`config.mk`:
```
export PLATFORM = sky130hd
export DESIGN_NAME = lsu_top
export DESIGN_NICKNAME = d
export VERILOG_FILES = /design/src/design/lsu_pkg.sv /design/src/design/axi_lite_pkg.sv /design/src/design/lsu_ctrl.sv /design/src/design/store_align.sv /design/src/design/load_extract.sv /design/src/design/axi_lite_sram.sv /design/src/design/lsu_top.sv
export SDC_FILE = /design/constraint.sdc
export NUM_CORES = 2
export LEC_CHECK = 0
export BUFFER_PORTS_ARGS = -buffer_cell sky130_fd_sc_hd__buf_4
export CELL_PAD_IN_SITES_DETAIL_PLACEMENT = 1
export CELL_PAD_IN_SITES_GLOBAL_PLACEMENT = 1
export CORE_ASPECT_RATIO = 0.7
export CORE_MARGIN = 3
export CORE_UTILIZATION = 55
export CTS_CLUSTER_DIAMETER = 150
export DETAILED_ROUTE_END_ITERATION = 6
export PLACE_DENSITY_LB_ADDON = 0.25
export SETUP_SLACK_MARGIN = 0.2
export SLEW_MARGIN = 15
export SYNTH_ARGS = -nofsm -noshare
export SYNTH_HDL_FRONTEND = slang
export SYNTH_HIERARCHICAL = 1
export SYNTH_SLANG_ARGS = --single-unit
```
`constraint.sdc`:
```
create_clock -name clk -period 8.4 [get_ports clk]
set_clock_uncertainty 0.1 [all_clocks]
set_input_delay 0 -clock clk [delete_from_list [all_inputs] [get_ports clk]]
set_output_delay 0 -clock clk [all_outputs]
set_load 0.01 [all_outputs]
```
`src/design/lsu_pkg.sv`:
```
/*
 * load/store unit definitions
 * operation kinds, RV32 funct3 size codes and alignment helpers
 */
package lsu_pkg;

    // operation kind handed over by the upstream stage
    typedef enum logic [2:0] {
        OP_NONE  = 3'd0,
        OP_LOAD  = 3'd1,
        OP_STORE = 3'd2
    } mem_op_e;

    // funct3 of the load/store instruction, ISA encoding
    typedef logic [2:0] mem_funct_t;

    localparam mem_funct_t FUNCT_LB  = 3'b000;
    localparam mem_funct_t FUNCT_LH  = 3'b001;
    localparam mem_funct_t FUNCT_LW  = 3'b010;
    localparam mem_funct_t FUNCT_LBU = 3'b100;
    localparam mem_funct_t FUNCT_LHU = 3'b101;
    localparam mem_funct_t FUNCT_SB  = 3'b000;
    localparam mem_funct_t FUNCT_SH  = 3'b001;
    localparam mem_funct_t FUNCT_SW  = 3'b010;

    // access size lives in funct3[1:0]
    localparam logic [1:0] SIZE_HALF = 2'b01;
    localparam logic [1:0] SIZE_WORD = 2'b10;

    function automatic logic [1:0] access_size(mem_funct_t funct);
        return funct[1:0];
    endfunction

    // halfword needs bit 0 clear, word needs both low bits clear
    function automatic logic misaligned(mem_funct_t funct, logic [1:0] addr_lo);
        case (access_size(funct))
            SIZE_HALF: return addr_lo[0];
            SIZE_WORD: return |addr_lo;
            default:   return 1'b0;
        endcase
    endfunction

endpackage

```
`src/design/axi_lite_pkg.sv`:
```
/*
 * AXI-lite common definitions
 * response codes and bus widths for master and slave
 */
package axi_lite_pkg;

    // data bus width and its byte strobe width
    localparam int AXI_DATA_W = 32;
    localparam int AXI_STRB_W = AXI_DATA_W / 8;

    // only the two responses this system produces
    typedef enum logic [1:0] {
        RESP_OKAY   = 2'b00,
        RESP_SLVERR = 2'b10
    } axi_resp_t;

endpackage

```
`src/design/lsu_ctrl.sv`:
```
/*
 * load/store control
 * accepts one operation at a time, runs the AXI-lite read or write
 * and returns the result with a one-cycle done pulse
 */
`timescale 1ns/1ps

module lsu_ctrl #(
    parameter int ADDR_W = 32
) (
    input  logic                   clk,
    input  logic                   rst,
    input  logic                   op_valid_i,
    input  lsu_pkg::mem_op_e       op_kind_i,
    input  lsu_pkg::mem_funct_t    op_funct_i,
    input  logic [ADDR_W-1:0]      op_addr_i,
    input  logic [31:0]            op_wdata_i,
    input  logic [4:0]             rd_i,
    input  logic [31:0]            load_data_i,
    input  logic                   arready_i,
    input  logic                   rvalid_i,
    input  axi_lite_pkg::axi_resp_t rresp_i,
    input  logic                   awready_i,
    input  logic                   wready_i,
    input  logic                   bvalid_i,
    input  axi_lite_pkg::axi_resp_t bresp_i,
    output logic                   op_ready_o,
    output logic                   done_valid_o,
    output logic [4:0]             rd_o,
    output logic [31:0]            wb_data_o,
    output logic                   fault_o,
    output logic [ADDR_W-1:0]      acc_addr_o,
    output lsu_pkg::mem_funct_t    acc_funct_o,
    output logic [31:0]            acc_wdata_o,
    output logic [ADDR_W-1:0]      araddr_o,
    output logic                   arvalid_o,
    output logic                   rready_o,
    output logic [ADDR_W-1:0]      awaddr_o,
    output logic                   awvalid_o,
    output logic                   wvalid_o,
    output logic                   bready_o
);
    import lsu_pkg::*;
    import axi_lite_pkg::*;

    typedef enum logic [1:0] {
        ST_IDLE,
        ST_ADDR,
        ST_RESP,
        ST_DONE
    } state_e;

    state_e            state_q;
    mem_op_e           kind_q;
    mem_funct_t        funct_q;
    logic [ADDR_W-1:0] addr_q;
    logic [31:0]       wdata_q;
    logic [4:0]        rd_q;
    logic [31:0]       res_q;
    logic              fault_q;
    // write address and write data may complete in different cycles
    logic              aw_done_q;
    logic              w_done_q;

    logic accept;
    logic is_mem;
    logic bad_align;
    logic ar_hs;
    logic r_hs;
    logic aw_hs;
    logic w_hs;
    logic b_hs;
    logic aw_ok;
    logic w_ok;

    assign op_ready_o = (state_q == ST_IDLE);
    assign accept     = op_valid_i && op_ready_o;
    assign is_mem     = (op_kind_i == OP_LOAD) || (op_kind_i == OP_STORE);
    assign bad_align  = is_mem && misaligned(op_funct_i, op_addr_i[1:0]);

    // bus channels, driven from the captured operation
    assign arvalid_o = (state_q == ST_ADDR) && (kind_q == OP_LOAD);
    assign awvalid_o = (state_q == ST_ADDR) && (kind_q == OP_STORE) && !aw_done_q;
    assign wvalid_o  = (state_q == ST_ADDR) && (kind_q == OP_STORE) && !w_done_q;
    assign rready_o  = (state_q == ST_RESP) && (kind_q == OP_LOAD);
    assign bready_o  = (state_q == ST_RESP) && (kind_q == OP_STORE);
    assign araddr_o  = addr_q;
    assign awaddr_o  = addr_q;

    assign ar_hs = arvalid_o && arready_i;
    assign r_hs  = rready_o && rvalid_i;
    assign aw_hs = awvalid_o && awready_i;
    assign w_hs  = wvalid_o && wready_i;
    assign b_hs  = bready_o && bvalid_i;
    assign aw_ok = aw_done_q || aw_hs;
    assign w_ok  = w_done_q || w_hs;

    always_ff @(posedge clk) begin
        if (rst) begin
            state_q   <= ST_IDLE;
            fault_q   <= 1'b0;
            aw_done_q <= 1'b0;
            w_done_q  <= 1'b0;
        end else begin
            case (state_q)
                ST_IDLE: begin
                    if (accept) begin
                        // pass-through and misaligned go straight to done
                        state_q <= (is_mem && !bad_align) ? ST_ADDR : ST_DONE;
                        fault_q <= bad_align;
                    end
                end
                ST_ADDR: begin
                    if (kind_q == OP_LOAD) begin
                        if (ar_hs) begin
                            state_q <= ST_RESP;
                        end
                    end else if (aw_ok && w_ok) begin
                        state_q   <= ST_RESP;
                        aw_done_q <= 1'b0;
                        w_done_q  <= 1'b0;
                    end else begin
                        aw_done_q <= aw_ok;
                        w_done_q  <= w_ok;
                    end
                end
                ST_RESP: begin
                    if (r_hs) begin
                        state_q <= ST_DONE;
                        fault_q <= (rresp_i != RESP_OKAY);
                    end else if (b_hs) begin
                        state_q <= ST_DONE;
                        fault_q <= (bresp_i != RESP_OKAY);
                    end
                end
                default: begin
                    state_q <= ST_IDLE;
                end
            endcase
        end
    end

    // captured operation and result
    always_ff @(posedge clk) begin
        if (accept) begin
            kind_q  <= op_kind_i;
            funct_q <= op_funct_i;
            addr_q  <= op_addr_i;
            wdata_q <= op_wdata_i;
            rd_q    <= rd_i;
            // alu value is the result unless a load replaces it
            res_q   <= 32'(op_addr_i);
        end else if (r_hs) begin
            res_q <= load_data_i;
        end
    end

    assign acc_addr_o   = addr_q;
    assign acc_funct_o  = funct_q;
    assign acc_wdata_o  = wdata_q;
    assign done_valid_o = (state_q == ST_DONE);
    assign rd_o         = rd_q;
    assign wb_data_o    = res_q;
    assign fault_o      = fault_q;

endmodule

```
`src/design/store_align.sv`:
```
/*
 * store lane alignment
 * replicates store bytes onto their lanes and builds the write strobe
 */
`timescale 1ns/1ps

module store_align (
    input  logic [1:0]          acc_addr_i,
    input  lsu_pkg::mem_funct_t acc_funct_i,
    input  logic [31:0]         acc_wdata_i,
    output logic [31:0]         wdata_o,
    output logic [3:0]          wstrb_o
);
    import lsu_pkg::*;

    always_comb begin
        case (acc_funct_i)
            FUNCT_SB: begin
                // byte copied to every lane, strobe picks one
                wdata_o = {4{acc_wdata_i[7:0]}};
                wstrb_o = 4'b0001 << acc_addr_i;
            end
            FUNCT_SH: begin
                // lower or upper halfword pair
                wdata_o = {2{acc_wdata_i[15:0]}};
                wstrb_o = acc_addr_i[1] ? 4'b1100 : 4'b0011;
            end
            FUNCT_SW: begin
                wdata_o = acc_wdata_i;
                wstrb_o = 4'b1111;
            end
            default: begin
                // not a store encoding, write nothing
                wdata_o = acc_wdata_i;
                wstrb_o = 4'b0000;
            end
        endcase
    end

endmodule

```
`src/design/load_extract.sv`:
```
/*
 * load data extraction
 * moves the addressed byte or halfword to bit 0 and extends it
 */
`timescale 1ns/1ps

module load_extract (
    input  logic [1:0]          acc_addr_i,
    input  lsu_pkg::mem_funct_t acc_funct_i,
    input  logic [31:0]         rdata_i,
    output logic [31:0]         load_data_o
);
    import lsu_pkg::*;

    logic [31:0] shifted;

    // byte offset times eight
    assign shifted = rdata_i >> {acc_addr_i, 3'b000};

    always_comb begin
        case (acc_funct_i)
            FUNCT_LB: begin
                load_data_o = {{24{shifted[7]}}, shifted[7:0]};
            end
            FUNCT_LH: begin
                load_data_o = {{16{shifted[15]}}, shifted[15:0]};
            end
            FUNCT_LBU: begin
                load_data_o = {24'd0, shifted[7:0]};
            end
            FUNCT_LHU: begin
                load_data_o = {16'd0, shifted[15:0]};
            end
            FUNCT_LW: begin
                load_data_o = rdata_i;
            end
            default: begin
                // unused encodings read the raw word
                load_data_o = rdata_i;
            end
        endcase
    end

endmodule

```
`src/design/axi_lite_sram.sv`:
```
/*
 * AXI-lite SRAM slave
 * word memory with byte strobes, one transaction per channel at a time,
 * SLVERR for addresses beyond MEM_DEPTH words
 */
`timescale 1ns/1ps

module axi_lite_sram #(
    parameter int ADDR_W    = 32,
    parameter int MEM_DEPTH = 64
) (
    input  logic                               clk,
    input  logic                               rst,
    input  logic [ADDR_W-1:0]                  araddr_i,
    input  logic                               arvalid_i,
    output logic                               arready_o,
    output logic [axi_lite_pkg::AXI_DATA_W-1:0] rdata_o,
    output axi_lite_pkg::axi_resp_t            rresp_o,
    output logic                               rvalid_o,
    input  logic                               rready_i,
    input  logic [ADDR_W-1:0]                  awaddr_i,
    input  logic                               awvalid_i,
    output logic                               awready_o,
    input  logic [axi_lite_pkg::AXI_DATA_W-1:0] wdata_i,
    input  logic [axi_lite_pkg::AXI_STRB_W-1:0] wstrb_i,
    input  logic                               wvalid_i,
    output logic                               wready_o,
    output axi_lite_pkg::axi_resp_t            bresp_o,
    output logic                               bvalid_o,
    input  logic                               bready_i
);
    import axi_lite_pkg::*;

    localparam int IDX_W = $clog2(MEM_DEPTH);

    logic [AXI_DATA_W-1:0] mem [MEM_DEPTH];

    logic                  aw_held_q;
    logic                  w_held_q;
    logic [ADDR_W-1:0]     awaddr_q;
    logic [AXI_DATA_W-1:0] wdata_q;
    logic [AXI_STRB_W-1:0] wstrb_q;

    logic                  ar_hs;
    logic                  aw_hs;
    logic                  w_hs;
    logic                  wr_fire;
    logic [ADDR_W-1:0]     wr_addr;
    logic [AXI_DATA_W-1:0] wr_data;
    logic [AXI_STRB_W-1:0] wr_strb;

    // word index must fall below the depth
    function automatic logic in_range(logic [ADDR_W-1:0] addr);
        return (addr >> 2) < ADDR_W'(MEM_DEPTH);
    endfunction

    // ready while no response is pending on that side
    assign arready_o = !rvalid_o;
    assign awready_o = !aw_held_q && !bvalid_o;
    assign wready_o  = !w_held_q && !bvalid_o;

    assign ar_hs = arvalid_i && arready_o;
    assign aw_hs = awvalid_i && awready_o;
    assign w_hs  = wvalid_i && wready_o;

    // write once both halves are held or arriving this cycle
    assign wr_fire = (aw_held_q || aw_hs) && (w_held_q || w_hs);
    assign wr_addr = aw_held_q ? awaddr_q : awaddr_i;
    assign wr_data = w_held_q ? wdata_q : wdata_i;
    assign wr_strb = w_held_q ? wstrb_q : wstrb_i;

    always_ff @(posedge clk) begin
        if (rst) begin
            for (int i = 0; i < MEM_DEPTH; i++) begin
                mem[i] <= '0;
            end
        end else if (wr_fire && in_range(wr_addr)) begin
            for (int b = 0; b < AXI_STRB_W; b++) begin
                if (wr_strb[b]) begin
                    mem[wr_addr[IDX_W+1:2]][b*8 +: 8] <= wr_data[b*8 +: 8];
                end
            end
        end
    end

    // channel state
    always_ff @(posedge clk) begin
        if (rst) begin
            rvalid_o  <= 1'b0;
            bvalid_o  <= 1'b0;
            aw_held_q <= 1'b0;
            w_held_q  <= 1'b0;
        end else begin
            if (ar_hs) begin
                rvalid_o <= 1'b1;
            end else if (rready_i) begin
                rvalid_o <= 1'b0;
            end
            if (wr_fire) begin
                bvalid_o  <= 1'b1;
                aw_held_q <= 1'b0;
                w_held_q  <= 1'b0;
            end else begin
                if (bready_i) begin
                    bvalid_o <= 1'b0;
                end
                aw_held_q <= aw_held_q || aw_hs;
                w_held_q  <= w_held_q || w_hs;
            end
        end
    end

    // read data and responses
    always_ff @(posedge clk) begin
        if (ar_hs) begin
            rdata_o <= in_range(araddr_i) ? mem[araddr_i[IDX_W+1:2]] : '0;
            rresp_o <= in_range(araddr_i) ? RESP_OKAY : RESP_SLVERR;
        end
        if (wr_fire) begin
            bresp_o <= in_range(wr_addr) ? RESP_OKAY : RESP_SLVERR;
        end
        if (aw_hs) begin
            awaddr_q <= awaddr_i;
        end
        if (w_hs) begin
            wdata_q <= wdata_i;
            wstrb_q <= wstrb_i;
        end
    end

endmodule

```
`src/design/lsu_top.sv`:
```
/*
 * load/store unit top
 * control FSM, store and load datapaths and the AXI-lite SRAM
 */
`timescale 1ns/1ps

module lsu_top #(
    parameter int ADDR_W    = 32,
    parameter int MEM_DEPTH = 64
) (
    input  logic                clk,
    input  logic                rst,
    input  logic                op_valid_i,
    input  lsu_pkg::mem_op_e    op_kind_i,
    input  lsu_pkg::mem_funct_t op_funct_i,
    input  logic [ADDR_W-1:0]   op_addr_i,
    input  logic [31:0]         op_wdata_i,
    input  logic [4:0]          rd_i,
    output logic                op_ready_o,
    output logic                done_valid_o,
    output logic [4:0]          rd_o,
    output logic [31:0]         wb_data_o,
    output logic                fault_o
);
    import lsu_pkg::*;
    import axi_lite_pkg::*;

    // captured operation
    logic [ADDR_W-1:0]     acc_addr;
    mem_funct_t            acc_funct;
    logic [31:0]           acc_wdata;
    logic [31:0]           load_data;

    // AXI-lite channels
    logic [ADDR_W-1:0]     araddr;
    logic                  arvalid;
    logic                  arready;
    logic [AXI_DATA_W-1:0] rdata;
    axi_resp_t             rresp;
    logic                  rvalid;
    logic                  rready;
    logic [ADDR_W-1:0]     awaddr;
    logic                  awvalid;
    logic                  awready;
    logic [AXI_DATA_W-1:0] wdata;
    logic [AXI_STRB_W-1:0] wstrb;
    logic                  wvalid;
    logic                  wready;
    axi_resp_t             bresp;
    logic                  bvalid;
    logic                  bready;

    lsu_ctrl #(
        .ADDR_W (ADDR_W)
    ) i_ctrl (
        .clk          (clk),
        .rst          (rst),
        .op_valid_i   (op_valid_i),
        .op_kind_i    (op_kind_i),
        .op_funct_i   (op_funct_i),
        .op_addr_i    (op_addr_i),
        .op_wdata_i   (op_wdata_i),
        .rd_i         (rd_i),
        .load_data_i  (load_data),
        .arready_i    (arready),
        .rvalid_i     (rvalid),
        .rresp_i      (rresp),
        .awready_i    (awready),
        .wready_i     (wready),
        .bvalid_i     (bvalid),
        .bresp_i      (bresp),
        .op_ready_o   (op_ready_o),
        .done_valid_o (done_valid_o),
        .rd_o         (rd_o),
        .wb_data_o    (wb_data_o),
        .fault_o      (fault_o),
        .acc_addr_o   (acc_addr),
        .acc_funct_o  (acc_funct),
        .acc_wdata_o  (acc_wdata),
        .araddr_o     (araddr),
        .arvalid_o    (arvalid),
        .rready_o     (rready),
        .awaddr_o     (awaddr),
        .awvalid_o    (awvalid),
        .wvalid_o     (wvalid),
        .bready_o     (bready)
    );

    // only the byte offset matters to the lane logic
    store_align i_store_align (
        .acc_addr_i  (acc_addr[1:0]),
        .acc_funct_i (acc_funct),
        .acc_wdata_i (acc_wdata),
        .wdata_o     (wdata),
        .wstrb_o     (wstrb)
    );

    load_extract i_load_extract (
        .acc_addr_i  (acc_addr[1:0]),
        .acc_funct_i (acc_funct),
        .rdata_i     (rdata),
        .load_data_o (load_data)
    );

    axi_lite_sram #(
        .ADDR_W    (ADDR_W),
        .MEM_DEPTH (MEM_DEPTH)
    ) i_sram (
        .clk       (clk),
        .rst       (rst),
        .araddr_i  (araddr),
        .arvalid_i (arvalid),
        .arready_o (arready),
        .rdata_o   (rdata),
        .rresp_o   (rresp),
        .rvalid_o  (rvalid),
        .rready_i  (rready),
        .awaddr_i  (awaddr),
        .awvalid_i (awvalid),
        .awready_o (awready),
        .wdata_i   (wdata),
        .wstrb_i   (wstrb),
        .wvalid_i  (wvalid),
        .wready_o  (wready),
        .bresp_o   (bresp),
        .bvalid_o  (bvalid),
        .bready_i  (bready)
    );

endmodule

```
==> metrics.sh <==
WORST_CASE_REG_TO_REG_PATH_DEPTH=7
SEQPWRFRAC=0.436
CRITICAL_PATH_START_TYPE='register'
SETUP_TNS_PS=0
DIE_W_UM=523
WIRE_LENGTH_OF_THE_FIRST_GLOBAL_ROUTING_PASS_UM=556000
GR-MAX-USAGE-LAYER='met2'
POWERDENSITY_mW_PER_MM2=270
LAYOUT_COMMON_CELLS='2,255 x sky130_fd_sc_hd__edfxtp_1, 1,233 x sky130_fd_sc_hd__nor3_1, 725 x sky130_fd_sc_hd__nor2_1, 560 x sky130_fd_sc_hd__mux4_2, 294 x sky130_fd_sc_hd__nand2_1'
AVGVIACOUNTPERCELL=7.54
IO_BUFFER_COUNT=117
FLOORPLAN.DIE.HEIGHT_UM=368
MIN_DELAY_WORST_TYPE='primary input to register'
LAYOUT_COMMONEST_CELL='sky130_fd_sc_hd__edfxtp_1'
WORSTSETUPENDPOINTTYPE='register'
AREA.GROWTH.SYNTH_TO_FINAL_PCT=10.1
TIMING.FMAX_GHz=0.187
CRITICAL_PATH.CELL_CHAIN='o21ai_0 -> a21oi_1 -> mux2i_1 -> nor3_4 -> nand2_4 -> buf_4 -> o21bai_1'
GLOBAL_ROUTE.USAGE.MET3=0.174
P_CLK_FRAC=0.314
WORST-ENDPOINT-REQUIRED_PS=8790
YOSYS_WARNINGS=6
GLOBALROUTE.TOTALOVERFLOW=0
CLKSLEWWORSTSETUPHOLDPATHS_PS=70
HPWL_UM=250000
GP_CONGESTION=0.939
GRT_ANTENNA_BEFORE_REPAIR=53
POSTCTSSETUPBUFFERS=0
HP-START='op_valid_i'
WORSTSETUPPATHTYPE='register to register'
FINALWORSTPATHREQUIREDPERIOD_PS=5360
CORE_MM2=0.186
ROW_COUNT=132
FP.DIEAREA_MM2=0.193
CTS-BUFFERS-INSERTED=215
SYNTHESIS.AREA_MM2=0.103
HOLD-WORST-SLACK_PS=122
MAX_SLEW.WORST_PIN.SLEW_PS=1430
WORST-R2R-SETUP-SLACK_PS=3040
FINALHOLDVIOLATIONS=0
TIMING.FINAL.SETUP_VIOLATIONS=0
GRT_SETUP_UNREPAIRED='false'
SLEW_VIOLATIONS=0
MEAN_ROUTED_WIRELENGTH_PER_CELL_UM=42.1
LAYOUT_CELL_SHARE_WITH_DRIVE_STRENGTH_BEYOND_1=0.189
VIAS=71800
CRIT_PATH_START='i_ctrl/acc_funct_o[0]'
MIN_DELAY_PATH_DEPTH=5
LAYOUT_WORST_PATH_CYCLE_SHARE=0.638
DRV_CAP=0
WORSTREG2REGSTART='i_ctrl/acc_funct_o[0]'
SYN_AVG_CELL_AREA_UM2=14.7
CRITICAL_PATH.MAX_STAGE_DELAY_PS=1100
POSTSYNTHCELLCOUNT=7017
GRT_UTIL_MET1=0.557
FILLERS=16800
HTREE_NUM_LEVELS=4
POWER_FRAC_COMB=0.249
INTERNAL_POWER_uW=20400
MAXSLEWHEADROOM=0.0442
GRT_USE_MET2=0.574
GRT_PASS1_VIAS=69800
PIN_COUNT_OF_THE_BIGGEST_NET_ENTERING_GLOBAL_ROUTING=175
CLK_PATH_BUF_DEPTH=4
PEAKVDDDROP_mV=0.195
FIRST_ITER_VIOLATIONS=13400
INSERTION_DELAY_OF_THE_LATER_CLOCKED_PIN_IN_THE_WORST_SKEW_PAIR_PS=890
GRT_USE_TOTAL=0.413
TIMING.CRITICAL_PATH.FANOUT_MAX=88
IOS=118
INITIAL_CORE_UTILIZATION=0.555
CTS.ROOT.BUFFER_CELL='sky130_fd_sc_hd__clkbuf_16'
FIN_NETS=6924
DRT-PASS1-ITER-COUNT=6
POSTROUTEWIRELENGTH_UM=401000
UTILIZATION=0.611
CLOCK_SINK_COUNT=2264
CRIT_SLOWEST_CELL='sky130_fd_sc_hd__edfxtp_1'
STATUS='completed'
STATIC-LEAKAGE-POWER_uW=0.0359
POWER_SWITCHING_SHARE=0.333
ROUTE.ANTENNA.REMAINING_NETS=0
ROUTE.DETAILED.DRC=0
CRITICAL_PATH_ARRIVAL_PS=5750
NET-SWITCHING-POWER_uW=10200
CRITICAL_PATH.REG2REG.ENDPOINT='i_sram/mem[27][25]'
TRITONCTS='built'
WORSTHOLDENDPOINT='i_ctrl/fault_o'
-- how the worst max path moves through the flow --
| stage | slack [ps] | to |
|---|---|---|
| 2_1_floorplan | 4550 | i_ctrl/wb_data_o[0] |
| 3_3_place_gp | 3460 | i_sram/mem[37][3] |
| 3_5_place_dp | 3210 | i_sram/mem[27][29] |
| 4_1_cts | 3230 | i_sram/mem[26][25] |
| 5_1_grt | 2850 | i_sram/mem[27][29] |
| 6_report | 3040 | i_sram/mem[27][25] |
-- layout make-up --
class	instances	area, um^2	area share
Multi-Input combinational cell	3917	32000	0.282
Tap cell	2479	3100	0.0273
Inverter	23	90.1	0.000794
Sequential cell	2264	67900	0.598
Clock inverter	103	851	0.00750
Timing Repair Buffer	418	3690	0.0326
Antenna cell	41	103	0.000904
Clock buffer	274	5750	0.0506
-- power groups by stage --
stage | Clock, uW | Combinational (uW) | Sequential [uW]
finish | 9620 | 7620 | 13400
global route | 10100 | 7590 | 13400
CTS | 9600 | 7220 | 13300
detailed placement | 0 | 7110 | 13500
global placement | 0 | 6970 | 13500
floorplan | 0 | 4230 | 13400
-- through the flow --
stage / worst slack, ps / total power (uW) / cell area, um^2 / cells
finish: 3040 / 30600 / 113000 / 9519
global route: 2850 / 31000 / 113000 / 9485
CTS: 3230 / 30100 / 113000 / 9478
detailed placement: 3210 / 20700 / 105000 / 8949
global placement: 3460 / 20500 / 105000 / 8948
floorplan: 4550 / 17600 / 103000 / 7018
-- state kept, by name, summed over array words and instances (netlist names), 5 cells and up --
signal and cells:
i_sram/mem 2048, i_ctrl/acc_addr_o 32, i_ctrl/acc_wdata_o 32, i_ctrl/wb_data_o 32
i_sram/rdata_o 32, i_sram/wdata_q 32, i_sram/awaddr_q 30, i_ctrl/rd_o 5
-- what timing repair did --
item	4_1_cts	5_1_grt
hold endpoints to repair	115	0
hold buffers	152	0
gates resized for setup	0	0
-- worst max-delay path, delay by kind of cell, from the launching register on --
| kind | cells | cell delay [ps] |
|---|---|---|
| buffers and inverters | 1 | 680 |
| multiplexers | 1 | 210 |
| flip-flops | 1 | 1100 |
| AO/OA/AOI/OAI | 3 | 1590 |
| AND/OR/NAND/NOR | 2 | 1190 |
-- routing by layer --
layer	routed length, um	part of all wire
met1	137000	0.34
met2	170000	0.42
met3	68100	0.17
met4	25300	0.063
met5	816	0.0020
Power figures use the tool's default switching activity.
